$ cat src/hdl/fpu_pkg.sv
// shared types and constants for the packed FP side unit
// a word is read as one double or as two singles, single 0 in the low half
// opcodes outside the listed set give a zero result and no exception
// only the two low enable bits of the control register are used

package fpu_pkg;

  typedef struct packed {
    logic        sign;
    logic [10:0] exp;
    logic [51:0] man;
  } dbl_t;

  typedef struct packed {
    logic        sign;
    logic [7:0]  exp;
    logic [22:0] man;
  } sgl_t;

  // same 64 bits, two decodes
  typedef union packed {
    dbl_t           d;
    sgl_t [1:0]     s;
  } fp_word_u;

  typedef logic [3:0] op_t;

  localparam op_t OP_AND       = 4'h0;
  localparam op_t OP_OR        = 4'h1;
  localparam op_t OP_XOR       = 4'h2;
  localparam op_t OP_ANDN      = 4'h3;
  localparam op_t OP_SWAP_S    = 4'h4;
  localparam op_t OP_DUP_LO    = 4'h5;
  localparam op_t OP_CMP_EQ_D  = 4'h8;
  localparam op_t OP_CMP_LT_D  = 4'h9;
  localparam op_t OP_CMP_EQ_PS = 4'ha;
  localparam op_t OP_CMP_LT_PS = 4'hb;

  typedef logic [1:0] lane_t;

  localparam lane_t LANE_NONE = 2'd0;
  localparam lane_t LANE_PERM = 2'd1;
  localparam lane_t LANE_CMP  = 2'd2;

  typedef logic [1:0] exc_code_t;

  localparam exc_code_t EXC_NONE    = 2'd0;
  localparam exc_code_t EXC_INVALID = 2'd1;
  localparam exc_code_t EXC_DENORM  = 2'd2;

  localparam int FPCSR_W      = 8;
  localparam int FPCSR_INV_EN = 0;
  localparam int FPCSR_DEN_EN = 1;

  // magnitude limits, exponent and mantissa as one unsigned field
  localparam logic [62:0] DBL_INF_MAG  = 63'h7ff0_0000_0000_0000;
  localparam logic [62:0] DBL_MIN_NORM = 63'h0010_0000_0000_0000;
  localparam logic [62:0] SGL_INF_MAG  = 63'h0000_0000_7f80_0000;
  localparam logic [62:0] SGL_MIN_NORM = 63'h0000_0000_0080_0000;
  localparam int          DBL_QBIT     = 51;
  localparam int          SGL_QBIT     = 22;

endpackage
$ cat src/hdl/fpu_operand_sel.sv
// operand registers with forwarding of the unit's own result
// res is the value held just before the issue edge

module fpu_operand_sel (
  input  logic             clk,
  input  logic             rst,
  input  logic             in_valid,
  input  fpu_pkg::fp_word_u a,
  input  fpu_pkg::fp_word_u b,
  input  fpu_pkg::fp_word_u res,
  input  logic             fwd_a,
  input  logic             fwd_b,
  output fpu_pkg::fp_word_u opa,
  output fpu_pkg::fp_word_u opb
);
  import fpu_pkg::*;

  always_ff @(posedge clk) begin
    if (rst) begin
      opa <= '0;
      opb <= '0;
    end else if (in_valid) begin
      // forward bit picks last result over the port
      opa <= fwd_a ? res : a;
      opb <= fwd_b ? res : b;
    end
  end

endmodule

$ cat config.mk
export PLATFORM = sky130hd
export DESIGN_NAME = fpu_operand_sel
export DESIGN_NICKNAME = d
export VERILOG_FILES = /design/src/hdl/fpu_pkg.sv /design/src/hdl/fpu_operand_sel.sv
export SDC_FILE = /design/constraint.sdc
export NUM_CORES = 1
export LEC_CHECK = 0
export BUFFER_PORTS_ARGS = -buffer_cell sky130_fd_sc_hd__buf_2
export CELL_PAD_IN_SITES_DETAIL_PLACEMENT = 1
export CELL_PAD_IN_SITES_GLOBAL_PLACEMENT = 1
export CORE_MARGIN = 2
export CORE_UTILIZATION = 32
export CTS_CLUSTER_SIZE = 20
export DETAILED_ROUTE_END_ITERATION = 12
export PLACE_DENSITY_LB_ADDON = 0.05
export SLEW_MARGIN = 15
export SYNTH_ARGS = -nofsm -noshare
export SYNTH_HDL_FRONTEND = slang
export SYNTH_SLANG_ARGS = --single-unit
export TNS_END_PERCENT = 5
$ cat constraint.sdc
create_clock -name clk -period 0.94 [get_ports clk]
set_input_delay 0.141 -clock clk [delete_from_list [all_inputs] [get_ports clk]]
set_output_delay 0.141 -clock clk [all_outputs]
set_load 0.05 [all_outputs]
==> results.md <==
- RSZ-0062 raised after global routing: yes
- Area leader, netlist: dfxtp_1
- Starting Density: 32.83%
- Largest stage delay on the critical path: 360 ps
- Maximum clock rate: 940.9 MHz
- Die width: 137.2 um
- H-tree levels: 4
- Leak: 0.004471 uW
- Clk slew on worst S/H paths: 50 ps
- Total Routing Usage GR: 22.39%
- Flops & latches, synth: 128
- Largest family of logic cells by synthesized area: multiplexers
- Die height: 137.2 um
- Setup tns final: -12710 ps
- Most common cell after layout, fill and taps aside: buf_2
- Post-Synth Simple-Gate Area: 8.460%
- Antenna Nets Post-Route: 0
- CTS tree: built
- Element type at the critical path start: flip-flop
- Clock Tree Buf Depth: 2
- Max-cap viol count: 0
- Tcrit/Tclk final: 113.1%
- Hold Crit Class: in -> reg
- Initial antenna violation count: 2
- WP buf/inv: 1
- DR vias: 5583
- Vias in the first global route: 6069
- Share of cells above drive strength 1: 57.17%
- # placed instances: 1089
- PwrDens: 1813 mW/mm2
- Gpl congestion: 0.8011
- Avg WL per Cell: 18.89 um
- I/O pin cnt: 325
- Violated checks: setup timing
- Fin nets: 1086
- Clock Skew: 0 ps
- Synth top area cells: dfxtp_1 45%, mux2i_1 23%, a211oi_1 17%
- Sequential area share after synthesis: 45.12%
- Synth Area in Compound Gates: 17.01%
- Largest net degree at the start of global routing: 44
- Clk_lat worst skew: 400 ps
- CP Max Fanout: 2
- Final WS setup: -122.9 ps
- Gr ovfl total: 0
- Synth Warn #: 0
- Multiplexer share of the synthesized area: 22.56%
- Post-synth cell types: 11
- Cts bufs inserted: 17
- Mean Syn Cell Area: 9.999 um2
- Setup crit end kind: output port
- Critical-path cell list: buf_8
- Normalized max-slew margin: 81.66%
- Final hold vios: 0
- Hold buffer count at cts: 0
- Routed WL: 21290 um
- Synth-to-layout area growth: 70.61%
- Pins over their slew limit: 0
- Row Count: 48
- Synthesized netlist cell count: 568
- WP data arrival: 920 ps
- Post-Synth XOR/XNOR Area: 0%
- Core area: 0.01730 mm2
- HPWL reported at the end of detailed placement: 15310 um
- Vias per cell: 4.954
- Slowest-stage cell, CP: dfxtp_2
- Total power: 17570 uW
- Worst-Margin Slew: 273.5 ps
- # DRC: 0
- Pre-antenna DRT Iters: 4
- Family with the most delay on the worst path: flip-flops
- Starting DRT DRC Count: 174
- Peak supply drop: 1253 uV
- Most frequent cells in the layout: 192 x buf_2, 128 x mux2i_1, 128 x nor2_1, 128 x dfxtp_2, 127 x a211oi_1
- Synth Area in Adders: 0%
- Post-route minimum period: 1063 ps
- WS Path Type: reg -> out
- Mapped Area: 0.005679 mm2
- Crit path required time: 800 ps
- # setup viols final: 128
- Post-route insts no fill: 1127
- Global-route wire length before repair: 32450 um
- Outcome: finished, violations left
- Syn nets: 765
- Share of the synthesized area in the top cell type: 45.12%
- Root Buffer: clkbuf_16
- Die ar.: 0.01883 mm2
- IO Port Bufs: 324
- Sink Count: 128
## power breakdown
part | total, uW | internal [uW] | leakage, uW | switching (uW)
sequential | 6310 | 5930 | 0.00110 | 376
combinational | 4620 | 2020 | 0.00308 | 2600
clock | 6630 | 4320 | 0.000291 | 2320
## cell families after synthesis
group / Yosys count
flops: 128
mux: 128
simple gates: 128
compound gates: 128
buf+inv: 56
## what timing repair did
item,4_1_cts,5_1_grt
endpoints found under the setup margin,128,128
pin swaps,0,0
buffers inserted,0,6
resized for setup,488,13
## worst paths after layout
path	startpoint	endpoint	slack [ps]	cells after the start
min	rst	opb[0]$_SDFFE_PP0P_	30	2
max	opb[9]$_SDFFE_PP0P_	opb[9]	-120	1
min reg2reg	opb[37]$_SDFFE_PP0P_	opb[37]$_SDFFE_PP0P_	500	2
max reg2reg	opb[9]$_SDFFE_PP0P_	opb[9]$_SDFFE_PP0P_	60	3
## sequential cells by signal, indices dropped and copies added, names as in the netlist
| register | cells |
|---|---|
| opb | 64 |
| opa | 64 |
## cell usage after synthesis
master	n
nor2_1	128
buf_2	20
mux2i_1	128
a211oi_2	1
a211oi_1	127
buf_1	2
dfxtp_1	128
buf_8	12
buf_6	2
buf_4	1
clkbuf_1	19
## final cells by class
class / count / area (um2)
sequential: 128 / 2723
antenna: 3 / 7.507
clock buffer: 22 / 474.2
tap: 225 / 281.5
multi-input combinational: 384 / 2728
timing repair buffer: 358 / 3366
fill: 1909 / 7607
clock inverter: 7 / 110.1
## layer usage
metal	up-vias	wire, um	track usage, %
met3	27	1642	8.168
li1	2718	-	-
met1	2627	8111	24.26
met2	211	11090	40.05
met4	0	446	7.847
met5	-	0	0
## per-stage QoR
step	area, um2	worst slack (ps)	hold slack [ps]	utilization (%)
final	9689	-122.9	29.09	56.02
after global routing	9687	-151.7	31.08	56.00
after CTS	9588	-137.8	11.85	55.43
after detailed placement	7637	-136.6	454.9	44.16
after global placement	7637	-81.09	442.7	44.16
after floorplan	5687	-11.86	367.2	-
No activity file was read; power rests on OpenSTA's default activity.
