--- src/hdl/fpu_pkg.sv ---
// shared types and constants for the packed FP side unit
// a word is read as one double or as two singles, single 0 in the low half
// opcodes outside the listed set give a zero result and no exception
// only the two low enable bits of the control register are used

package fpu_pkg;

  typedef struct packed {
    logic        sign;
    logic [10:0] exp;
    logic [51:0] man;
  } dbl_t;

  typedef struct packed {
    logic        sign;
    logic [7:0]  exp;
    logic [22:0] man;
  } sgl_t;

  // same 64 bits, two decodes
  typedef union packed {
    dbl_t           d;
    sgl_t [1:0]     s;
  } fp_word_u;

  typedef logic [3:0] op_t;

  localparam op_t OP_AND       = 4'h0;
  localparam op_t OP_OR        = 4'h1;
  localparam op_t OP_XOR       = 4'h2;
  localparam op_t OP_ANDN      = 4'h3;
  localparam op_t OP_SWAP_S    = 4'h4;
  localparam op_t OP_DUP_LO    = 4'h5;
  localparam op_t OP_CMP_EQ_D  = 4'h8;
  localparam op_t OP_CMP_LT_D  = 4'h9;
  localparam op_t OP_CMP_EQ_PS = 4'ha;
  localparam op_t OP_CMP_LT_PS = 4'hb;

  typedef logic [1:0] lane_t;

  localparam lane_t LANE_NONE = 2'd0;
  localparam lane_t LANE_PERM = 2'd1;
  localparam lane_t LANE_CMP  = 2'd2;

  typedef logic [1:0] exc_code_t;

  localparam exc_code_t EXC_NONE    = 2'd0;
  localparam exc_code_t EXC_INVALID = 2'd1;
  localparam exc_code_t EXC_DENORM  = 2'd2;

  localparam int FPCSR_W      = 8;
  localparam int FPCSR_INV_EN = 0;
  localparam int FPCSR_DEN_EN = 1;

  // magnitude limits, exponent and mantissa as one unsigned field
  localparam logic [62:0] DBL_INF_MAG  = 63'h7ff0_0000_0000_0000;
  localparam logic [62:0] DBL_MIN_NORM = 63'h0010_0000_0000_0000;
  localparam logic [62:0] SGL_INF_MAG  = 63'h0000_0000_7f80_0000;
  localparam logic [62:0] SGL_MIN_NORM = 63'h0000_0000_0080_0000;
  localparam int          DBL_QBIT     = 51;
  localparam int          SGL_QBIT     = 22;

endpackage
--- src/hdl/fpu_perm_logic.sv ---
// bitwise logic on the full word, swap and duplicate on the single view
// codes that are not logic or permute produce zero

module fpu_perm_logic (
  input  fpu_pkg::fp_word_u opa,
  input  fpu_pkg::fp_word_u opb,
  input  fpu_pkg::op_t      perm_mode,
  output fpu_pkg::fp_word_u perm_res
);
  import fpu_pkg::*;

  always_comb begin
    perm_res = '0;
    case (perm_mode)
      OP_AND: begin
        perm_res = opa & opb;
      end
      OP_OR: begin
        perm_res = opa | opb;
      end
      OP_XOR: begin
        perm_res = opa ^ opb;
      end
      // a and not b
      OP_ANDN: begin
        perm_res = opa & ~opb;
      end
      OP_SWAP_S: begin
        perm_res.s[1] = opa.s[0];
        perm_res.s[0] = opa.s[1];
      end
      OP_DUP_LO: begin
        perm_res.s[1] = opa.s[0];
        perm_res.s[0] = opa.s[0];
      end
      default: begin
        perm_res = '0;
      end
    endcase
  end

endmodule

--- config.mk ---
export PLATFORM = sky130hd
export DESIGN_NAME = fpu_perm_logic
export DESIGN_NICKNAME = d
export VERILOG_FILES = /design/src/hdl/fpu_pkg.sv /design/src/hdl/fpu_perm_logic.sv
export SDC_FILE = /design/constraint.sdc
export NUM_CORES = 1
export LEC_CHECK = 0
export ABC_AREA = 0
export BUFFER_PORTS_ARGS = -buffer_cell sky130_fd_sc_hd__buf_2
export CAP_MARGIN = 20
export CORE_MARGIN = 2
export CORE_UTILIZATION = 43
export DETAILED_ROUTE_END_ITERATION = 10
export GPL_TIMING_DRIVEN = 1
export PLACE_DENSITY = 0.76
export SLEW_MARGIN = 20
export SYNTH_ARGS = -nofsm -noshare
export SYNTH_HDL_FRONTEND = slang
export SYNTH_SLANG_ARGS = --single-unit
--- constraint.sdc ---
create_clock -name vclk -period 1.45
set_clock_uncertainty 0.1 [all_clocks]
set_input_delay 0.29 -clock vclk [all_inputs]
set_output_delay 0.29 -clock vclk [all_outputs]
set_load 0.005 [all_outputs]
==> summary.md <==
| Metric | Value |
|---|---|
| Hold path cells | `4` |
| Sequential fraction of the synthesis area | `0` |
| Layout fillers | `814` |
| Worst vdd ir | `0.1497 mV` |
| Cell area after synthesis | `4577 um2` |
| Sequential Area | `0 um2` |
| Fraction of layout instances using a drive strength above 1 | `0.4380` |
| Max frequency | `0.5567 GHz` |
| GRT Util Overall | `0.2953` |
| Multi-input gate area in the final layout | `4195 um2` |
| Pin count of the biggest net entering global routing | `53` |
| Initial antenna violation count | `1` |
| Starting Density | `0.4433` |
| Number of global-route vias before repair | `5,888` |
| Final Max Slew Viols | `0` |
| Most common cell after layout, fill and taps aside | `buf_2` |
| Buffers and inverters on the worst path | `4` |
| Area share of the largest cell type after synthesis | `0.1750` |
| Post-synthesis net count | `901` |
| Die Wd | `107.2 um` |
| Synth warn | `0` |
| Seq cells | `0` |
| RSZ-0062 raised after global routing | `true` |
| Grt total ovfl | `0` |
| CP max stage delay | `0.28 ns` |
| Most frequent cells in the layout | `192 x buf_2, 128 x inv_1, 95 x buf_4` |
| CP cell instances | `buf_12, nor4b_4, buf_6, clkbuf_16, nand2_1, o211ai_1, buf_2` |
| CP Launch Type | `input port` |
| Status | `complete, but fails checks` |
| Per-cell routed wire length | `16.96 um` |
| Top cells by area, synth | `ha_1 17%, o211ai_1 15%, inv_1 10%` |
| Die ar. | `11,490 um2` |
| Total power per unit cell area | `267.8 nW/um2` |
| Max Cap Viol | `0` |
| Synth area leader | `ha_1` |
| Initial DRC count | `440` |
| Hold_sp | `opa[12]` |
| Final wirelength | `19.00 mm` |
| Crit path DAT | `1.41 ns` |
| DRC | `0` |
| First-pass GRT wire length | `27.94 mm` |
| Synthesized instance count | `705` |
| WP data required | `1.06 ns` |
| Standard-cell rows | `37` |
| Leak | `3.913 nW` |
| Least-Margin Pin Slew | `0.2709 ns` |
| Core Box Area | `10,320 um2` |
| Final setup fails | `64` |
| Port bufs | `196` |
| N_diodes | `0` |
| Failing checks | `setup timing` |
| Fin Setup TNS | `-18.30 ns` |
| Hold Fails Final Rpt | `0` |
| Fin crit period | `1.796 ns` |
| Final worst-path cycle share | `1.239` |
| Total vias in the final route | `6,258` |
| Final setup margin | `-0.3462 ns` |
| Clock buffer count | `0` |
| Final nets | `1,182` |
| Hold_buf cts | `0` |
| Num ports | `196` |
| Vias per cell | `5.588` |
| CP max FO | `7` |
| Syn Area/Cell | `6.492 um2` |
| Type of the worst setup path | `in -> out` |
| Post-DP HPWL | `12.56 mm` |
| WHS Endpoint | `perm_res[12]` |
| Hold Crit Class | `in -> out` |
| Crit end category | `output port` |
| Headroom to the max-slew limit | `0.8194` |
| Chip height | `107.2 um` |
| RD Place Congestion | `0.9005` |
| Pre-CTS setup slack | `-0.3873 ns` |
| Slowest-stage cell, CP | `nor4b_4` |
| Synth-to-Final Area Change | `63.20%` |
| Critical path's top delay family | `buffers and inverters` |
| Distinct cells, synth | `23` |
| Drt first pass iters | `5` |
| Final ANT Viol Nets | `0` |
## what timing repair did
action	CTS	global route
setup buffers	13	3
endpoints found under the setup margin	64	64
resized for setup	75	71
pin swaps	26	20
cloned	9	6
## report_power, final
part / internal (mW) / switching, mW / leakage, nW / total (mW)
Combinational: 1.02 / 0.980 / 3.91 / 2.00
Clock: 0 / 0 / 0 / 0
Sequential: 0 / 0 / 0 / 0
Total: 1.02 / 0.980 / 3.91 / 2.00
## layer usage
metal	part of all wire	vias to the layer above	track usage
li1	-	3015	-
met1	0.39	2879	0.3648
met2	0.50	307	0.5389
met3	0.081	55	0.02857
met4	0.032	2	0.08349
met5	0.00053	-	0
## synth_stat cells (24+ instances only)
| cell type | instances |
|---|---|
| inv_1 | 128 |
| o211ai_1 | 90 |
| nand2_1 | 71 |
| ha_1 | 64 |
| o21ai_0 | 64 |
| nor3b_1 | 59 |
| mux2i_1 | 37 |
| and2_1 | 33 |
| nor2_1 | 32 |
| a22oi_1 | 31 |
| and3b_1 | 27 |
| buf_2 | 24 |
## final cells by class
class / count / share of cell area
multi-input combinational: 518 / 0.5616
timing repair buffer: 338 / 0.3513
tap: 136 / 0.02278
inverter: 128 / 0.06432
## cells by family (layout without fill, tap and decap cells)
kind of cell               count (synthesis)  count (layout)  share of synthesized area
AOI/OAI and AO/OA                        185             185                     0.2685
adders and majority gates                 64              64                     0.1750
buffers and inverters                    187             466                     0.1747
muxes                                     37              37                    0.08092
and+or+nand+nor                          232             232                     0.3010
## per-stage QoR
step,total power [mW],hold slack (ns),utilization,cell area [um2],instances
detailed placement,1.714,0.8419,0.6529,6740,1095
finish,2.001,0.8451,0.7235,7470,1120
global placement,1.672,0.8366,0.6529,6740,1095
CTS,1.908,0.8424,0.7034,7262,1117
floorplan,0.9218,0.5940,-,4913,705
global route,2.167,0.8699,0.7235,7470,1120
## worst max path at each step
stage | end | cells after the start | slack (ns) | start
after global placement | perm_res[51] | 7 | -0.37 | perm_mode[0]
after global routing | perm_res[20] | 8 | -0.39 | perm_mode[1]
after floorplan | perm_res[0] | 6 | -0.02 | perm_mode[2]
final | perm_res[47] | 7 | -0.35 | perm_mode[0]
after CTS | perm_res[5] | 9 | -0.36 | perm_mode[1]
after detailed placement | perm_res[23] | 7 | -0.39 | perm_mode[0]
Power figures use the tool's default switching activity.
