`src/hdl/fpu_pkg.sv`:
```
// shared types and constants for the packed FP side unit
// a word is read as one double or as two singles, single 0 in the low half
// opcodes outside the listed set give a zero result and no exception
// only the two low enable bits of the control register are used

package fpu_pkg;

  typedef struct packed {
    logic        sign;
    logic [10:0] exp;
    logic [51:0] man;
  } dbl_t;

  typedef struct packed {
    logic        sign;
    logic [7:0]  exp;
    logic [22:0] man;
  } sgl_t;

  // same 64 bits, two decodes
  typedef union packed {
    dbl_t           d;
    sgl_t [1:0]     s;
  } fp_word_u;

  typedef logic [3:0] op_t;

  localparam op_t OP_AND       = 4'h0;
  localparam op_t OP_OR        = 4'h1;
  localparam op_t OP_XOR       = 4'h2;
  localparam op_t OP_ANDN      = 4'h3;
  localparam op_t OP_SWAP_S    = 4'h4;
  localparam op_t OP_DUP_LO    = 4'h5;
  localparam op_t OP_CMP_EQ_D  = 4'h8;
  localparam op_t OP_CMP_LT_D  = 4'h9;
  localparam op_t OP_CMP_EQ_PS = 4'ha;
  localparam op_t OP_CMP_LT_PS = 4'hb;

  typedef logic [1:0] lane_t;

  localparam lane_t LANE_NONE = 2'd0;
  localparam lane_t LANE_PERM = 2'd1;
  localparam lane_t LANE_CMP  = 2'd2;

  typedef logic [1:0] exc_code_t;

  localparam exc_code_t EXC_NONE    = 2'd0;
  localparam exc_code_t EXC_INVALID = 2'd1;
  localparam exc_code_t EXC_DENORM  = 2'd2;

  localparam int FPCSR_W      = 8;
  localparam int FPCSR_INV_EN = 0;
  localparam int FPCSR_DEN_EN = 1;

  // magnitude limits, exponent and mantissa as one unsigned field
  localparam logic [62:0] DBL_INF_MAG  = 63'h7ff0_0000_0000_0000;
  localparam logic [62:0] DBL_MIN_NORM = 63'h0010_0000_0000_0000;
  localparam logic [62:0] SGL_INF_MAG  = 63'h0000_0000_7f80_0000;
  localparam logic [62:0] SGL_MIN_NORM = 63'h0000_0000_0080_0000;
  localparam int          DBL_QBIT     = 51;
  localparam int          SGL_QBIT     = 22;

endpackage
```
`src/hdl/fpu_op_decode.sv`:
```
// opcode and enable capture for the FP side unit
// one issue per strobe cycle, no back-pressure
// lane controls are decoded from the registered opcode

module fpu_op_decode (
  input  logic                        clk,
  input  logic                        rst,
  input  logic                        in_valid,
  input  fpu_pkg::op_t                op,
  input  logic [fpu_pkg::FPCSR_W-1:0] fpcsr,
  output logic                        issue_valid,
  output fpu_pkg::lane_t              lane,
  output fpu_pkg::op_t                perm_mode,
  output logic                        cmp_lt,
  output logic                        cmp_paired,
  output logic [1:0]                  exc_en
);
  import fpu_pkg::*;

  op_t op_q;

  always_ff @(posedge clk) begin
    if (rst) begin
      issue_valid <= 1'b0;
      op_q        <= OP_AND;
      exc_en      <= 2'b00;
    end else begin
      issue_valid <= in_valid;
      // opcode and enables travel together with the strobe
      if (in_valid) begin
        op_q   <= op;
        exc_en <= {fpcsr[FPCSR_DEN_EN], fpcsr[FPCSR_INV_EN]};
      end
    end
  end

  always_comb begin
    lane       = LANE_NONE;
    cmp_lt     = 1'b0;
    cmp_paired = 1'b0;
    case (op_q)
      OP_AND, OP_OR, OP_XOR, OP_ANDN, OP_SWAP_S, OP_DUP_LO: begin
        lane = LANE_PERM;
      end
      OP_CMP_EQ_D: begin
        lane = LANE_CMP;
      end
      OP_CMP_LT_D: begin
        lane   = LANE_CMP;
        cmp_lt = 1'b1;
      end
      OP_CMP_EQ_PS: begin
        lane       = LANE_CMP;
        cmp_paired = 1'b1;
      end
      OP_CMP_LT_PS: begin
        lane       = LANE_CMP;
        cmp_lt     = 1'b1;
        cmp_paired = 1'b1;
      end
      default: begin
        lane = LANE_NONE;
      end
    endcase
  end

  // perm lane sorts out its own sub-operation
  assign perm_mode = op_q;

endmodule

```
`config.mk`:
```
export PLATFORM = sky130hd
export DESIGN_NAME = fpu_op_decode
export DESIGN_NICKNAME = d
export VERILOG_FILES = /design/src/hdl/fpu_pkg.sv /design/src/hdl/fpu_op_decode.sv
export SDC_FILE = /design/constraint.sdc
export NUM_CORES = 1
export LEC_CHECK = 0
export ABC_CLOCK_PERIOD_IN_PS = 1950
export BUFFER_PORTS_ARGS = -buffer_cell sky130_fd_sc_hd__buf_2
export CAP_MARGIN = 30
export CORE_AREA = 2 2 39 41
export CTS_CLUSTER_SIZE = 40
export DETAILED_ROUTE_END_ITERATION = 8
export DIE_AREA = 0 0 41 43
export PLACE_DENSITY = 0.56
export RECOVER_POWER = 100
export SKIP_CTS_REPAIR_TIMING = 1
export SLEW_MARGIN = 40
export SYNTH_ARGS = -nofsm -noshare
export SYNTH_HDL_FRONTEND = slang
export SYNTH_SLANG_ARGS = --single-unit
```
`constraint.sdc`:
```
create_clock -name clk -period 1.95 [get_ports clk]
set_input_delay 0.39 -clock clk [delete_from_list [all_inputs] [get_ports clk]]
set_output_delay 0.39 -clock clk [all_outputs]
set_load 0.03 [all_outputs]
```
==> results.py <==
metrics = {
    "status": {
        "status": "complete, no violations",
    },
    "sta": {
        "fmax_mhz": 621,
        "finalSetupViolCount": 0,
        "period_share_pct": 82.6,
        "worst_slack_ns": 0.340,
        "skew_ns": 0,
        "final_max_slew_viol_count": 0,
        "setup_tns_ns": 0,
        "rsz0062_at_grt": "no",
        "hold_viol": 0,
        "slew_headroom_pct": 67.7,
        "post-route-min-period_ns": 1.61,
        "worst_pin_slew_ns": 0.485,
    },
    "critical_path": {
        "crit_arrival_ns": 1.22,
        "critPathBufInv": 1,
        "start_kind": "flip-flop",
        "slowest_stage": "dfxtp_1",
        "critical-path-top-delay-family": "flip-flops",
        "end_kind": "output pin",
        "crit_fanout": 4,
        "crit_required_ns": 1.56,
        "crit_chain": "nor2b_2 -> and2_1 -> clkbuf_1",
        "slowest_delay_ns": 0.36,
        "criticalPathCategory": "reg2out",
    },
    "die": {
        "dieArea_mm2": 0.00176,
        "initial_core_util_pct": 19.3,
        "die_y_um": 43,
        "ios": 26,
        "rows": 14,
        "die_x_um": 41,
        "core-area_mm2": 0.00138,
    },
    "placement": {
        "place_ws_ns": 0.710,
        "gp_congestion": 0.632,
        "dp_cells": 59,
        "port_buffers": 19,
        "dpl.hpwl_um": 454,
    },
    "finish": {
        "fillers": 172,
        "fin_nets": 63,
        "drive_above_1_share_pct": 23.4,
        "num_antenna_cells": 0,
        "area_growth_pct": 43.2,
        "fin_cells": 63,
    },
    "clock_network": {
        "clk_pin_slew_ns": 0.05,
        "clock_latency_ns": 0.24,
        "root_buffer": "clkbuf_4",
        "clkSinkCount": 7,
        "clockBufferDepth": 2,
        "htreeDepth": 1,
        "numCtsBuffers": 3,
        "cts_tree": "built",
    },
    "drt": {
        "drt_wl_total_um": 578,
        "route.detailed.drc": 0,
        "viasPerCell": 3.81,
        "ant_nets": 0,
        "firstDrtPassIters": 1,
        "vias": 240,
        "routedWlPerCell_um": 9.17,
        "first_iter_violations": 0,
    },
    "yosys": {
        "synth.yosys.warnings": 0,
        "ys_seq_elements": 7,
        "syn_area_um2": 267,
        "synth.distinct_cells": 8,
        "yosysTopAreaCellShare_pct": 52.6,
        "synthTopCellsByArea": "dfxtp_1, mux2i_1, nor2_1",
        "syn_inst": 25,
        "syn-num-nets": 40,
        "yosys.area.top_type": "dfxtp_1",
        "syn_area_per_cell_um2": 10.7,
        "seq_area_frac_synth_pct": 52.6,
    },
    "job": {
        "drv_cap": 0,
    },
    "grt": {
        "met1_usage_pct": 9.97,
        "grt_pass1_vias": 213,
        "antenna_found_initial": 0,
        "overflow": 0,
        "grt_max_degree": 8,
        "globalRoute.busiestLayer": "met1",
        "met3_usage_pct": 3.14,
        "grt_usage_pct": 7.53,
        "grt_pass1_wl_um": 855,
        "met2_usage_pct": 9.06,
    },
    "pwr": {
        "p_per_area_mw_per_mm2": 904,
        "p_leak_nw": 0.173,
        "ir_drop_v": 0.000233,
    },
    "worst_hold_path": {
        "hold_path_class": "in2reg",
    },
}
[metal layers]
metal	share of wire [%]	up-vias
met1	45	108
met3	8.0	0
li1	-	125
met5	0	-
met2	47	7
met4	0	0
[placed cells by master (no fill, tap or decap)]
| cell | n |
|---|---|
| nor2b_1 | 1 |
| clkbuf_4 | 3 |
| dfxtp_1 | 7 |
| nor2_1 | 6 |
| a21oi_1 | 1 |
| and2_1 | 2 |
| clkbuf_1 | 13 |
| nor2b_2 | 1 |
| mux2i_1 | 6 |
| buf_2 | 7 |
[worst paths after layout]
check / startpoint / endpoint / slack [ns] / depth (start not counted)
worst min-delay path: fpcsr[1] / exc_en[1] / 0.38 / 3
worst min register to register: exc_en[1] / exc_en[1] / 0.49 / 2
worst max register to register: perm_mode[2] / perm_mode[2] / 1.32 / 2
worst max-delay path: perm_mode[3] / cmp_lt / 0.34 / 3
[per-stage QoR]
stage          util [%]  power, mW  instance area [µm²]  hold WS, ns
6_report           27.6      0.345                  382        0.381
5_1_grt            27.6      0.361                  382        0.386
4_1_cts            28.7      0.356                  397        0.380
3_5_place_dp       26.8      0.223                  370        0.487
3_3_place_gp       26.8      0.223                  370        0.471
2_1_floorplan         -      0.202                  267        0.462
[cells in the mapped netlist]
cell type,instances
a21oi_1,1
and2_1,2
buf_6,1
dfxtp_1,7
mux2i_1,6
nor2_1,6
nor2b_1,1
nor2b_2,1
[kinds of logic after synthesis]
logic type / Yosys count / share of synthesized area (%)
simple gates: 10 / 18.8
flops: 7 / 52.6
mux: 6 / 22.5
compound gates: 1 / 1.88
buf+inv: 1 / 4.23
[registers in the layout, indices dropped and copies added, names as in the netlist]
name / cells
exc_en: 2
perm_mode: 4
issue_valid: 1
[layout make-up]
cell class                      count  area (µm²)  area share (%)
Sequential cell                     7         140            36.7
Clock buffer                        4        26.3            6.89
Timing Repair Buffer               19        80.1            21.0
Tap cell                           16        20.0            5.25
Multi-Input combinational cell     17         115            30.2
[tightest hold or removal path, delay by kind of cell]
kind / cells / cell delay (ns)
buffers and inverters: 1 / 0.07
muxes: 1 / 0.06
and+or+nand+nor: 1 / 0.07
[report_power, final]
| group | internal [mW] | switching (mW) |
|---|---|---|
| combinational | 0.0191 | 0.0394 |
| clock | 0.0780 | 0.0512 |
| sequential | 0.152 | 0.00569 |
| total | 0.249 | 0.0963 |
Note: power is estimated with default switching activity, not from simulation.
