[src/hdl/fpu_pkg.sv]
// shared types and constants for the packed FP side unit
// a word is read as one double or as two singles, single 0 in the low half
// opcodes outside the listed set give a zero result and no exception
// only the two low enable bits of the control register are used

package fpu_pkg;

  typedef struct packed {
    logic        sign;
    logic [10:0] exp;
    logic [51:0] man;
  } dbl_t;

  typedef struct packed {
    logic        sign;
    logic [7:0]  exp;
    logic [22:0] man;
  } sgl_t;

  // same 64 bits, two decodes
  typedef union packed {
    dbl_t           d;
    sgl_t [1:0]     s;
  } fp_word_u;

  typedef logic [3:0] op_t;

  localparam op_t OP_AND       = 4'h0;
  localparam op_t OP_OR        = 4'h1;
  localparam op_t OP_XOR       = 4'h2;
  localparam op_t OP_ANDN      = 4'h3;
  localparam op_t OP_SWAP_S    = 4'h4;
  localparam op_t OP_DUP_LO    = 4'h5;
  localparam op_t OP_CMP_EQ_D  = 4'h8;
  localparam op_t OP_CMP_LT_D  = 4'h9;
  localparam op_t OP_CMP_EQ_PS = 4'ha;
  localparam op_t OP_CMP_LT_PS = 4'hb;

  typedef logic [1:0] lane_t;

  localparam lane_t LANE_NONE = 2'd0;
  localparam lane_t LANE_PERM = 2'd1;
  localparam lane_t LANE_CMP  = 2'd2;

  typedef logic [1:0] exc_code_t;

  localparam exc_code_t EXC_NONE    = 2'd0;
  localparam exc_code_t EXC_INVALID = 2'd1;
  localparam exc_code_t EXC_DENORM  = 2'd2;

  localparam int FPCSR_W      = 8;
  localparam int FPCSR_INV_EN = 0;
  localparam int FPCSR_DEN_EN = 1;

  // magnitude limits, exponent and mantissa as one unsigned field
  localparam logic [62:0] DBL_INF_MAG  = 63'h7ff0_0000_0000_0000;
  localparam logic [62:0] DBL_MIN_NORM = 63'h0010_0000_0000_0000;
  localparam logic [62:0] SGL_INF_MAG  = 63'h0000_0000_7f80_0000;
  localparam logic [62:0] SGL_MIN_NORM = 63'h0000_0000_0080_0000;
  localparam int          DBL_QBIT     = 51;
  localparam int          SGL_QBIT     = 22;

endpackage
[src/hdl/fpu_writeback.sv]
// result register and exception report, one cycle after issue
// raised bits count only for the compare lane
// result is written even when the exception is reported

module fpu_writeback (
  input  logic                clk,
  input  logic                rst,
  input  logic                issue_valid,
  input  fpu_pkg::lane_t      lane,
  input  fpu_pkg::fp_word_u   perm_res,
  input  fpu_pkg::fp_word_u   cmp_res,
  input  logic [1:0]          cmp_raise,
  input  logic [1:0]          exc_en,
  output fpu_pkg::fp_word_u   res,
  output logic                res_valid,
  output logic                exc_valid,
  output fpu_pkg::exc_code_t  exc_code
);
  import fpu_pkg::*;

  fp_word_u  sel_res;
  logic [1:0] masked;

  assign sel_res = (lane == LANE_PERM) ? perm_res :
                   (lane == LANE_CMP)  ? cmp_res  : fp_word_u'('0);
  assign masked  = (lane == LANE_CMP) ? (cmp_raise & exc_en) : 2'b00;

  always_ff @(posedge clk) begin
    if (rst) begin
      res       <= '0;
      res_valid <= 1'b0;
      exc_valid <= 1'b0;
      exc_code  <= EXC_NONE;
    end else begin
      res_valid <= issue_valid;
      exc_valid <= issue_valid && (|masked);
      if (issue_valid) begin
        res <= sel_res;
        // invalid wins over denormal
        exc_code <= masked[0] ? EXC_INVALID :
                    masked[1] ? EXC_DENORM  : EXC_NONE;
      end
    end
  end

endmodule

[config.mk]
export PLATFORM = sky130hd
export DESIGN_NAME = fpu_writeback
export DESIGN_NICKNAME = d
export VERILOG_FILES = /design/src/hdl/fpu_pkg.sv /design/src/hdl/fpu_writeback.sv
export SDC_FILE = /design/constraint.sdc
export NUM_CORES = 1
export LEC_CHECK = 0
export BUFFER_PORTS_ARGS = -buffer_cell sky130_fd_sc_hd__buf_2
export CORE_UTILIZATION = 40
export DETAILED_ROUTE_END_ITERATION = 8
export MAX_ROUTING_LAYER = met4
export PLACE_DENSITY = 0.79
export SYNTH_ARGS = -nofsm -noshare
export SYNTH_HDL_FRONTEND = slang
export SYNTH_SLANG_ARGS = --single-unit
[constraint.sdc]
create_clock -name clk -period 1 [get_ports clk]
set_input_delay 0.2 -clock clk [delete_from_list [all_inputs] [get_ports clk]]
set_output_delay 0.2 -clock clk [all_outputs]
set_load 0.005 [all_outputs]
==> metrics.sh, run 1 <==
MAX-CLOCK-PATH-BUFFERS=2
TRITONCTS='done'
POWER.DENSITY_nW_PER_UM2=1287
DIE_Y_UM=96.12
GRT_ANTENNA_BEFORE_REPAIR=0
CTS.SINKS=68
SYNTH.FF_LATCH_COUNT=68
CLK-INSERTION-DELAY-LATE_NS=0.33
REPORT.FINAL.SETUP_VIOL=0
TIGHTEST_SLEW_NS=0.2377
ROUTE.VIAS.TOTAL=3256
FIN_UTIL=0.6258
DRT_FIRST_PASS_ITERS=4
AVGSYNTHCELLAREA_UM2=11.43
DIE-WIDTH_UM=96.12
CRITICAL_PATH_CLASS='flip-flop to output port'
DETAIL_ROUTE.DRC_VIOLATIONS=0
DIE_AREA_UM2=9239
TIMING.CRITICAL_PATH.FROM_TYPE='flip-flop'
FINAL_NETS=656
CP_CELL_INSTANCES='buf_2'
ANTENNA_CELLS_INSERTED=0
SKEW_NS=0
DRT-WIRELENGTH-PER-CELL_UM=15.46
CRIT_PATH_END_KIND='output port'
CTS-BUFFERS-INSERTED=9
VIAS_PER_CELL=5.176
CORE_REGION_AREA_UM2=8382
GRT_MAX_DEGREE=45
CRITICAL_PATH.REG2REG.STARTPOINT='res[41]'
YOSYS_WARNINGS=0
ROUTED_WIRELENGTH_MM=9.722
FIRST_ITER_VIOLATIONS=69
WORSTPATHBUFFERINVERTERCOUNT=1
FILLCELLCOUNT=729
REG2REG_SLACK_NS=0.22
HOLDWS_NS=0.1549
ANTENNA_LEFT=0
CELL_ROWS=33
CRITPATHSLOWESTCELL='dfxtp_2'
CP_TOP_FAMILY='flip-flops'
TIMING.CRITICAL_PATH.REQUIRED_NS=0.80
FINAL_LAYOUT_SIZE_SUFFIX_GT1_FRAC=0.8282
CRIT_CELLS=1
GRT.TOTAL_USAGE=0.2057
HTREE_LEVELS=3
PORT-BUFFER-COUNT=204
SLEW_HEADROOM=0.8415
R2R-END='res[41]'
MAPPEDNETLISTAREA_UM2=3543
TIMING.CRITICAL_PATH.FROM='res[47]'
CAP_VIOL_MAX_COUNT=0
PROPORTION_OF_NETLIST_AREA_HELD_BY_THE_LARGEST_AREA_CONTRIBUTOR=0.3842
IRDROPWORSTVDD_mV=0.8450
MULTIINPUTGATEAREA_UM2=1889
FLOORPLAN.IO_PINS=205
CLOCK_TREE.ROOT_CELL='clkbuf_8'
STARTING_DENSITY_OF_THE_CORE=0.4227
POST-ROUTE-PERIOD-UTIL=0.9817
FINAL_CRITICAL_PERIOD_NS=0.9817
SYNTH_NETS=447
LEAKAGE_nW=2.179
DP_HPWL_MM=6.763
GRT_FIRST_PASS_WIRELENGTH_MM=14.04
PLACE_CONGESTION=0.7564
TIMING.CRITICAL_PATH.TO='res[47]'
NETLIST_INSTANCES=310
POST_SYNTH_MAIN_AREA_CONTRIBUTORS='dfxtp_1 38%, a211oi_2 21%, a22oi_2 21%'
OUTCOME='finished clean'
CP_MAX_FO=2
CLK_PIN_SLEW_WORST_PATHS_NS=0.07
SYNTH.LARGEST_AREA_CELL='dfxtp_1'
TIMING.HOLD.WORST.CLASS='input pin to flip-flop'
CPPEAKSTAGEDELAY_NS=0.33
GRT-OVFL-TOTAL=0
DATA_ARRIVAL_TIME_OF_THE_CRITICAL_PATH_NS=0.78
POST_SYNTH_NUM_CELL_TYPES=21
SEQ_AREA_FRAC_SYNTH=0.3842
FMAX_GHz=1.019
FIRST_GLOBAL_VIAS=3078
FIN_TNS_SETUP_NS=0
FF_LATCH_AREA_UM2=1445
FF2FF_PATH_DEPTH=3
FLOW.AREA_GROWTH_FROM_SYNTHESIS_PCT=48.02
FINAL_MAX_SLEW_VIOL_COUNT=0
HOLD_VIOL_FINAL=0
GRT_SETUP_UNREPAIRED='yes'
-- cell usage in the layout (no fill, tap or decap), drive strengths merged --
master	synthesis	routed
nor2b	2	2
a211oi	64	64
a21oi	2	2
nand2b	2	2
nor2	64	64
and3	2	2
buf	26	234
a22oi	64	64
dfxtp	68	68
nand2	3	3
and2b	1	1
clkinv	0	1
bufinv	0	1
clkbuf	10	14
nand4	1	1
nand3	1	1
-- flip-flops by register name (all words and copies together), names as in the netlist --
signal,cells
res_valid,1
exc_code,2
res,64
exc_valid,1
-- stage by stage --
step	cell area, um2	total power [mW]	setup slack [ns]	instances
after floorplan	3547	3.848	-0.002705	310
after global placement	4621	4.396	-0.2370	598
after detailed placement	4621	4.444	-0.2739	598
after CTS	4917	6.654	-0.007895	616
after global routing	5245	7.109	-0.02482	629
final	5245	6.750	0.01830	629
-- metal layers --
layer / part of all wire / vias to the layer above / GRT usage
met5: 0 / - / -
met4: 0.028 / 0 / 0.1132
met3: 0.058 / 22 / 0.03633
met2: 0.54 / 128 / 0.3676
met1: 0.38 / 1522 / 0.2128
li1: - / 1584 / -
-- synth_stat cells --
| master | count |
|---|---|
| a211oi_1 | 4 |
| a211oi_2 | 60 |
| a21oi_1 | 2 |
| a22oi_1 | 4 |
| a22oi_2 | 60 |
| and2b_1 | 1 |
| and3_1 | 2 |
| buf_1 | 1 |
| buf_12 | 6 |
| buf_2 | 11 |
| buf_4 | 3 |
| buf_6 | 5 |
| clkbuf_1 | 10 |
| dfxtp_1 | 68 |
| nand2_1 | 3 |
| nand2b_1 | 2 |
| nand3_1 | 1 |
| nand4_1 | 1 |
| nor2_1 | 64 |
| nor2b_1 | 1 |
| nor2b_4 | 1 |
-- worst reg2reg max path: cells and delay by family (launching register included) --
family,cells,cell delay (ns)
and+or+nand+nor,1,0.04
buffers and inverters,1,0.11
DFF,1,0.34
AOI/OAI and AO/OA,1,0.21
-- worst min-delay path by stage --
stage | startpoint | to | slack [ns] | cells after the start
after floorplan | rst | res_valid | 0.28 | 1
after global placement | exc_code[0] | exc_code[0] | 0.45 | 2
after detailed placement | exc_code[0] | exc_code[0] | 0.46 | 2
after CTS | exc_en[0] | exc_code[0] | 0.12 | 3
after global routing | issue_valid | res[26] | 0.15 | 2
final | exc_en[0] | exc_code[0] | 0.15 | 3
-- report_power, final --
group          switching (mW)  internal (mW)
Clock                   0.988           1.16
Combinational           0.728          0.853
Sequential              0.110           2.92
Total                    1.83           4.93
-- kinds of logic (layout without fill, tap and decap cells) --
group           count (synthesis)  count (layout)  share of synthesized area
compound gates                130             130                     0.4435
buf+inv                        36             250                    0.08333
flops                          68              68                     0.3842
simple gates                   76              76                    0.08898
-- cell type report --
cell class,instances,area share
tap,105,0.02505
clock inverter,2,0.006679
timing repair buffer,234,0.3053
multi-input combinational,206,0.3602
sequential,68,0.2755
clock buffer,14,0.02719
-- what timing repair did --
action                     4_1_cts  5_1_grt
cloned                           0        0
gates resized for setup         55       52
setup endpoints to repair       48       68
setup buffers                    2       13
hold buffers                     0        0
(Power assumes the default switching activity.)
==> inputs of run 2 (changes only) <==
--- a/config.mk
+++ b/config.mk
@@ -9,7 +9,7 @@
 export CORE_UTILIZATION = 40
 export DETAILED_ROUTE_END_ITERATION = 8
 export MAX_ROUTING_LAYER = met4
-export PLACE_DENSITY = 0.79
+export PLACE_DENSITY = 0.76
 export SYNTH_ARGS = -nofsm -noshare
 export SYNTH_HDL_FRONTEND = slang
 export SYNTH_SLANG_ARGS = --single-unit
==> constraint.sdc (replaced) <==
create_clock -name clk -period 1.2 [get_ports clk]
set_input_delay 0.24 -clock clk [delete_from_list [all_inputs] [get_ports clk]]
set_output_delay 0.24 -clock clk [all_outputs]
set_load 0.005 [all_outputs]
==> run 2 against run 1 <==
Compared with the run above: clock power is 16% lower; clock skew unchanged; routed wire length fell by 13%; worst setup slack better by 0.15 ns; combinational power down 27%; die area did not move; register-to-register slack better by 0.31 ns; non-clock buffer count shrank 15; largest cell class unchanged; cell count is 2.5% lower; sequential share of layout area grew 0.78 points; final area decreased by 8.4%; sequential power fell by 18%.
==> metrics.sh, run 2 (synthesized netlist as in run 1, its figures left out) <==
LAYOUT_COMMONEST_CELL='buf_2'  # unchanged
CPPEAKSTAGEDELAY_NS=0.35  # was 0.33 ns
VIAS_PER_CELL=5.129  # was 5.176
CRIT_PATH_END_KIND='output port'  # unchanged
SLEW_HEADROOM=0.7870  # was 0.8415
DETAIL_ROUTE.DRC_VIOLATIONS=0  # unchanged
HTREE_LEVELS=3  # unchanged
DIE-WIDTH_UM=96.12  # unchanged
FLOW.AREA_GROWTH_FROM_SYNTHESIS_PCT=35.59  # was 48.02%
MULTIINPUTGATEAREA_UM2=1889  # unchanged
GRT_MAX_DEGREE=61  # was 45
GRT_ANTENNA_BEFORE_REPAIR=0  # unchanged
DIE_AREA_UM2=9239  # unchanged
TIGHTEST_SLEW_NS=0.3195  # was 0.2377 ns
CAP_VIOL_MAX_COUNT=0  # unchanged
SEQUENTIALPOWERSHARE=0.455  # was 0.448
CRIT_CELLS=1  # unchanged
CP_TOP_FAMILY='flip-flops'  # unchanged
GRT_FIRST_PASS_WIRELENGTH_MM=13.25  # was 14.04 mm
CLOCKPOWERSHARE=0.331  # was 0.318
ROUTED_WIRELENGTH_MM=8.495  # was 9.722 mm
R2R-END='res[51]'  # was res[41]
GRT.TOTAL_USAGE=0.1883  # was 0.2057
REGISTERS.TOP_BY_FF_COUNT='res'  # unchanged
FF2FF_PATH_DEPTH=2  # was 3
IRDROPWORSTVDD_mV=0.5030  # was 0.8450 mV
DRT-WIRELENGTH-PER-CELL_UM=13.86  # was 15.46 um
ROUTE.VIAS.TOTAL=3144  # was 3256
CRITICAL_PATH_CLASS='flip-flop to output port'  # unchanged
TIMING.HOLD.WORST.CLASS='input pin to flip-flop'  # unchanged
FIRST_GLOBAL_VIAS=3068  # was 3078
LAYOUT_COMMON_CELLS='202 x buf_2, 68 x dfxtp_1, 64 x nor2_1'  # was 162 x buf_2, 67 x dfxtp_2, 64 x nor2_1
POST-ROUTE-PERIOD-UTIL=0.8630
HOLDBUFCOUNTCTS=0  # unchanged
CP_CELL_INSTANCES='buf_2'  # unchanged
STARTING_DENSITY_OF_THE_CORE=0.4227  # unchanged
POWER_SWITCHING_SHARE=0.2646  # was 0.2704
ANTENNA_LEFT=0  # unchanged
GRT-OVFL-TOTAL=0  # unchanged
CLK_PIN_SLEW_WORST_PATHS_NS=0.07  # about the same
CORE_REGION_AREA_UM2=8382  # unchanged
CELL_ROWS=33  # unchanged
WORSTPATHBUFFERINVERTERCOUNT=1  # unchanged
DATA_ARRIVAL_TIME_OF_THE_CRITICAL_PATH_NS=0.80  # was 0.78 ns
REG.LARGEST.LIST='res (64), exc_code (2)'  # unchanged
TRITONCTS='done'  # unchanged
CTS_RESIZED=0  # was 55
FIN_UTIL=0.5732  # was 0.6258
CRITICAL_PATH.REG2REG.STARTPOINT='res[51]'  # was res[41]
P_SWITCHING_mW=1.435  # was 1.825 mW
TIMING.CRITICAL_PATH.FROM_TYPE='flip-flop'  # unchanged
CLOCK_TREE.ROOT_CELL='clkbuf_8'  # unchanged
GRT_SETUP_UNREPAIRED='no'  # was yes
OUTCOME='finished clean'  # unchanged
PLACEMENT.CELL_AREA_UM2=4621  # unchanged
TIMING.CRITICAL_PATH.REQUIRED_NS=0.96  # was 0.80 ns
FF_LATCH_AREA_UM2=1361  # was 1445 um2
FINAL_NETS=641  # was 656
SKEW_NS=0  # unchanged
PORT-BUFFER-COUNT=204  # unchanged
FIRST_ITER_VIOLATIONS=58  # was 69
FLOORPLAN.IO_PINS=205  # unchanged
DP_HPWL_MM=6.512  # was 6.763 mm
HOLD_VIOL_FINAL=0  # unchanged
DIE_Y_UM=96.12  # unchanged
POWER.DENSITY_nW_PER_UM2=1129  # was 1287 nW/um2
CLK-INSERTION-DELAY-LATE_NS=0.33  # about the same
CTS-BUFFERS-INSERTED=9  # unchanged
FINISH.INSTANCE_AREA_UM2=4805  # was 5245 um2
TIMING.CRITICAL_PATH.FROM='res[51]'  # was res[47]
CRITPATHSLOWESTCELL='dfxtp_1'  # was dfxtp_2
LEAKAGE_nW=2.042  # was 2.179 nW
NUMBER_OF_FLIP_FLOPS_UNDER_THE_LARGEST_REGISTER_NAME=64  # unchanged
PLACE_CONGESTION=0.7137  # was 0.7564
TIMING.CRITICAL_PATH.TO='res[51]'  # was res[47]
REG2REG_SLACK_NS=0.53  # was 0.22 ns
SHARE_OF_TOTAL_POWER_IN_COMBINATIONAL_LOGIC=0.213  # was 0.234
FINAL_MAX_SLEW_VIOL_COUNT=0  # unchanged
FMAX_GHz=0.9656
DRT_FIRST_PASS_ITERS=4  # unchanged
SETUP_WS_NS=0.1644  # was 0.01830 ns
MAX-CLOCK-PATH-BUFFERS=2  # unchanged
FINAL_LAYOUT_SIZE_SUFFIX_GT1_FRAC=0.6949  # was 0.8282
CTS_POST_SETUP_BUFFERS_INSERTED=0  # was 2
CP_MAX_FO=2  # unchanged
ANTENNA_CELLS_INSERTED=0  # unchanged
FINAL_CRITICAL_PERIOD_NS=1.036
FILLCELLCOUNT=728  # was 729
CTS.SINKS=68  # unchanged
POST-PLACE-WS_NS=-0.1335  # was -0.2739 ns
P_INT_mW=3.988  # was 4.925 mW
REPORT.FINAL.SETUP_VIOL=0  # unchanged
run 2: how the worst min path moves through the flow:
stage,endpoint,slack [ns],start,cells past startpoint
final,exc_code[0],0.21,exc_en[0],3
after global routing,res[1],0.20,rst,2
after CTS,exc_code[0],0.18,exc_en[0],3
after detailed placement,exc_code[0],0.46,exc_code[0],2
after global placement,exc_code[0],0.45,exc_code[0],2
after floorplan,res_valid,0.32,rst,1
run 2: through the flow:
| stage | TNS, ns | hold WS (ns) | std cells | total power, mW |
|---|---|---|---|---|
| 3_5_place_dp | -5.987 | 0.4585 | 598 | 3.693 |
| 2_1_floorplan | 0 | 0.3194 | 310 | 3.203 |
| 4_1_cts | 0 | 0.1848 | 613 | 5.506 |
| 6_report | 0 | 0.2118 | 613 | 5.423 |
| 3_3_place_gp | -3.719 | 0.4543 | 598 | 3.654 |
| 5_1_grt | 0 | 0.2000 | 613 | 5.712 |
run 2: power by group through the flow:
| stage | Sequential (mW) | Combinational [mW] | Clock (mW) |
|---|---|---|---|
| after floorplan | 2.53 | 0.669 | 0 |
| after global placement | 2.52 | 1.14 | 0 |
| after detailed placement | 2.52 | 1.17 | 0 |
| after CTS | 2.47 | 1.17 | 1.86 |
| after global routing | 2.48 | 1.26 | 1.97 |
| final | 2.47 | 1.16 | 1.80 |
run 2: layout make-up:
class,count,share of cell area
clock buffers,13,0.03099
clock inverters,2,0.007292
multi-input cells,206,0.3932
flip-flops and latches,68,0.2833
well taps,105,0.02734
repair buffers,219,0.2578
run 2: layer usage:
metal  global-route usage  up-vias  part of all wire
met3              0.04976       13             0.070
li1                     -     1553                 -
met2               0.3351      121              0.51
met5                    -        -                 0
met1               0.1923     1457              0.40
met4              0.08706        0             0.018
==> inputs of run 3 (changes only) <==
--- a/config.mk
+++ b/config.mk
@@ -9,7 +9,7 @@
 export CORE_UTILIZATION = 40
 export DETAILED_ROUTE_END_ITERATION = 8
 export MAX_ROUTING_LAYER = met4
-export PLACE_DENSITY = 0.76
+export PLACE_DENSITY = 0.74
 export SYNTH_ARGS = -nofsm -noshare
 export SYNTH_HDL_FRONTEND = slang
 export SYNTH_SLANG_ARGS = --single-unit
==> run 3 against run 2 <==
Compared with the run above: critical path depth did not move; power rose by 1.0%; sequential power barely moved; routed wire length rose by 8.1%; core utilization rose by 0.36 points; first-iteration DRC count rose by 60%; global-route usage rose by 1.2 points; clock power barely moved.
==> metrics.sh, run 3 (synthesized netlist as in run 1, its figures left out) <==
OUTCOME='finished clean'  # unchanged
PLACEMENT.CELL_AREA_UM2=4643  # was 4621 um2
MAX-CLOCK-PATH-BUFFERS=2  # unchanged
CRIT_PATH_END_KIND='output port'  # unchanged
CLK-INSERTION-DELAY-LATE_NS=0.33  # about the same
NUMBER_OF_FLIP_FLOPS_UNDER_THE_LARGEST_REGISTER_NAME=64  # unchanged
REG2REG_SLACK_NS=0.52  # was 0.53 ns
POWER.DENSITY_nW_PER_UM2=1133  # was 1129 nW/um2
FINAL_MAX_SLEW_VIOL_COUNT=0  # unchanged
WORSTPATHBUFFERINVERTERCOUNT=1  # unchanged
HTREE_LEVELS=3  # unchanged
TIMING.CRITICAL_PATH.FROM_TYPE='flip-flop'  # unchanged
ANTENNA_LEFT=0  # unchanged
LAYOUT_COMMONEST_CELL='buf_2'  # unchanged
CRITICAL_PATH_CLASS='flip-flop to output port'  # unchanged
PLACE_CONGESTION=0.7382  # was 0.7137
CPPEAKSTAGEDELAY_NS=0.35  # about the same
GRT_SETUP_UNREPAIRED='no'  # unchanged
SLEW_HEADROOM=0.7908  # was 0.7870
GRT.TOTAL_USAGE=0.1999  # was 0.1883
IRDROPWORSTVDD_mV=0.5554  # was 0.5030 mV
CLK_PIN_SLEW_WORST_PATHS_NS=0.08  # was 0.07 ns
CP_TOP_FAMILY='flip-flops'  # unchanged
HOLDWS_NS=0.1106  # was 0.2118 ns
FIN_UTIL=0.5768  # was 0.5732
GRT_ANTENNA_BEFORE_REPAIR=0  # unchanged
FF2FF_PATH_DEPTH=2  # unchanged
CLOCK_TREE.ROOT_CELL='clkbuf_8'  # unchanged
DIE-WIDTH_UM=96.12  # unchanged
POST-ROUTE-PERIOD-UTIL=0.8769  # was 0.8630
CP_CELL_INSTANCES='buf_2'  # unchanged
DRT-WIRELENGTH-PER-CELL_UM=14.88  # was 13.86 um
STDCELL_COUNT=617  # was 613
TIMING.CRITICAL_PATH.REQUIRED_NS=0.96  # about the same
ANTENNA_CELLS_INSERTED=0  # unchanged
FIRST_ITER_VIOLATIONS=93  # was 58
TIMING.HOLD.WORST.CLASS='input pin to flip-flop'  # unchanged
DATA_ARRIVAL_TIME_OF_THE_CRITICAL_PATH_NS=0.81  # was 0.80 ns
TIGHTEST_SLEW_NS=0.3138  # was 0.3195 ns
HOLDBUFCOUNTCTS=0  # unchanged
FIN_TNS_SETUP_NS=0  # unchanged
SKEW_NS=0  # unchanged
LAYOUT_COMMON_CELLS='202 x buf_2, 68 x dfxtp_1, 64 x nor2_1'  # unchanged
GRT-OVFL-TOTAL=0  # unchanged
FINAL_NETS=644  # was 641
DRT_FIRST_PASS_ITERS=4  # unchanged
CP_MAX_FO=2  # unchanged
DIE_AREA_UM2=9239  # unchanged
CAP_VIOL_MAX_COUNT=0  # unchanged
WORST_MIN_DELAY_PATH_STARTPOINT='rst'  # was exc_en[0]
DPL.CELL_COUNT=601  # was 598
FMAX_GHz=0.9504  # was 0.9656 GHz
DETAIL_ROUTE.DRC_VIOLATIONS=0  # unchanged
ROUTE.VIAS.TOTAL=3172  # was 3144
DIE_Y_UM=96.12  # unchanged
FLOORPLAN.IO_PINS=205  # unchanged
FIRST_GLOBAL_VIAS=2956  # was 3068
CTS-BUFFERS-INSERTED=9  # unchanged
TRITONCTS='done'  # unchanged
VIAS_PER_CELL=5.141  # was 5.129
CRITICAL_PATH.REG2REG.STARTPOINT='res[63]'  # was res[51]
HOLD_VIOL_FINAL=0  # unchanged
CRITPATHSLOWESTCELL='dfxtp_1'  # unchanged
HOLDPATHSTAGES=2  # was 3
LEAKAGE_nW=2.053  # was 2.042 nW
REPORT.FINAL.SETUP_VIOL=0  # unchanged
CTS.SINKS=68  # unchanged
GRT_MAX_DEGREE=43  # was 61
ROUTED_WIRELENGTH_MM=9.179  # was 8.495 mm
CTS_RESIZED=0  # unchanged
DP_HPWL_MM=6.803  # was 6.512 mm
FINAL_LAYOUT_SIZE_SUFFIX_GT1_FRAC=0.7031  # was 0.6949
REGISTERS.TOP_BY_FF_COUNT='res'  # unchanged
CORE_REGION_AREA_UM2=8382  # unchanged
FINAL_CRITICAL_PERIOD_NS=1.052  # was 1.036 ns
CTS_POST_SETUP_BUFFERS_INSERTED=0  # unchanged
PORT-BUFFER-COUNT=204  # unchanged
STARTING_DENSITY_OF_THE_CORE=0.4227  # unchanged
CELL_ROWS=33  # unchanged
GRT_FIRST_PASS_WIRELENGTH_MM=13.70  # was 13.25 mm
REG.LARGEST.LIST='res (64), exc_code (2)'  # unchanged
FLOW.AREA_GROWTH_FROM_SYNTHESIS_PCT=36.44  # was 35.59%
FINISH.INSTANCE_AREA_UM2=4835  # was 4805 um2
HOLD_PATH_END='res[54]'  # was exc_code[0]
R2R-END='res[63]'  # was res[51]
==> run 3: through the flow <==
step	worst slack [ns]	power, mW
after floorplan	0.1354	3.203
after global placement	-0.07910	3.675
after detailed placement	-0.1152	3.708
after CTS	0.1322	5.554
after global routing	0.1037	5.762
final	0.1478	5.478
==> run 3: power breakdown <==
group | total [mW] | leakage [nW] | internal (mW) | switching (mW)
combinational | 1.18 | 1.40 | 0.588 | 0.590
clock | 1.83 | 0.0910 | 0.947 | 0.885
sequential | 2.47 | 0.562 | 2.40 | 0.0674
total | 5.48 | 2.05 | 3.93 | 1.54
==> run 3: cell type report <==
class / instances / area (um2)
fillers: 750 / 3547
well taps: 105 / 131.4
repair buffers: 222 / 1261
clock inverters: 7 / 67.56
flip-flops and latches: 68 / 1361
clock buffers: 9 / 123.9
multi-input cells: 206 / 1889
==> run 3: worst max path at each step <==
stage,startpoint,endpoint,slack (ns),cells past startpoint
after global routing,res[37],res[37],0.10,1
after detailed placement,lane[1],res[63],-0.12,5
after global placement,lane[1],res[56],-0.08,5
after floorplan,lane[1],res[0],0.14,5
after CTS,res[31],res[31],0.13,1
final,res[6],res[6],0.15,1
==> run 3: metal layers <==
layer	track usage	up-vias	routed length [um]
li1	-	1560	-
met1	0.2216	1464	3853
met2	0.3375	131	4543
met3	0.05608	17	602
met4	0.08085	0	180
met5	-	-	0
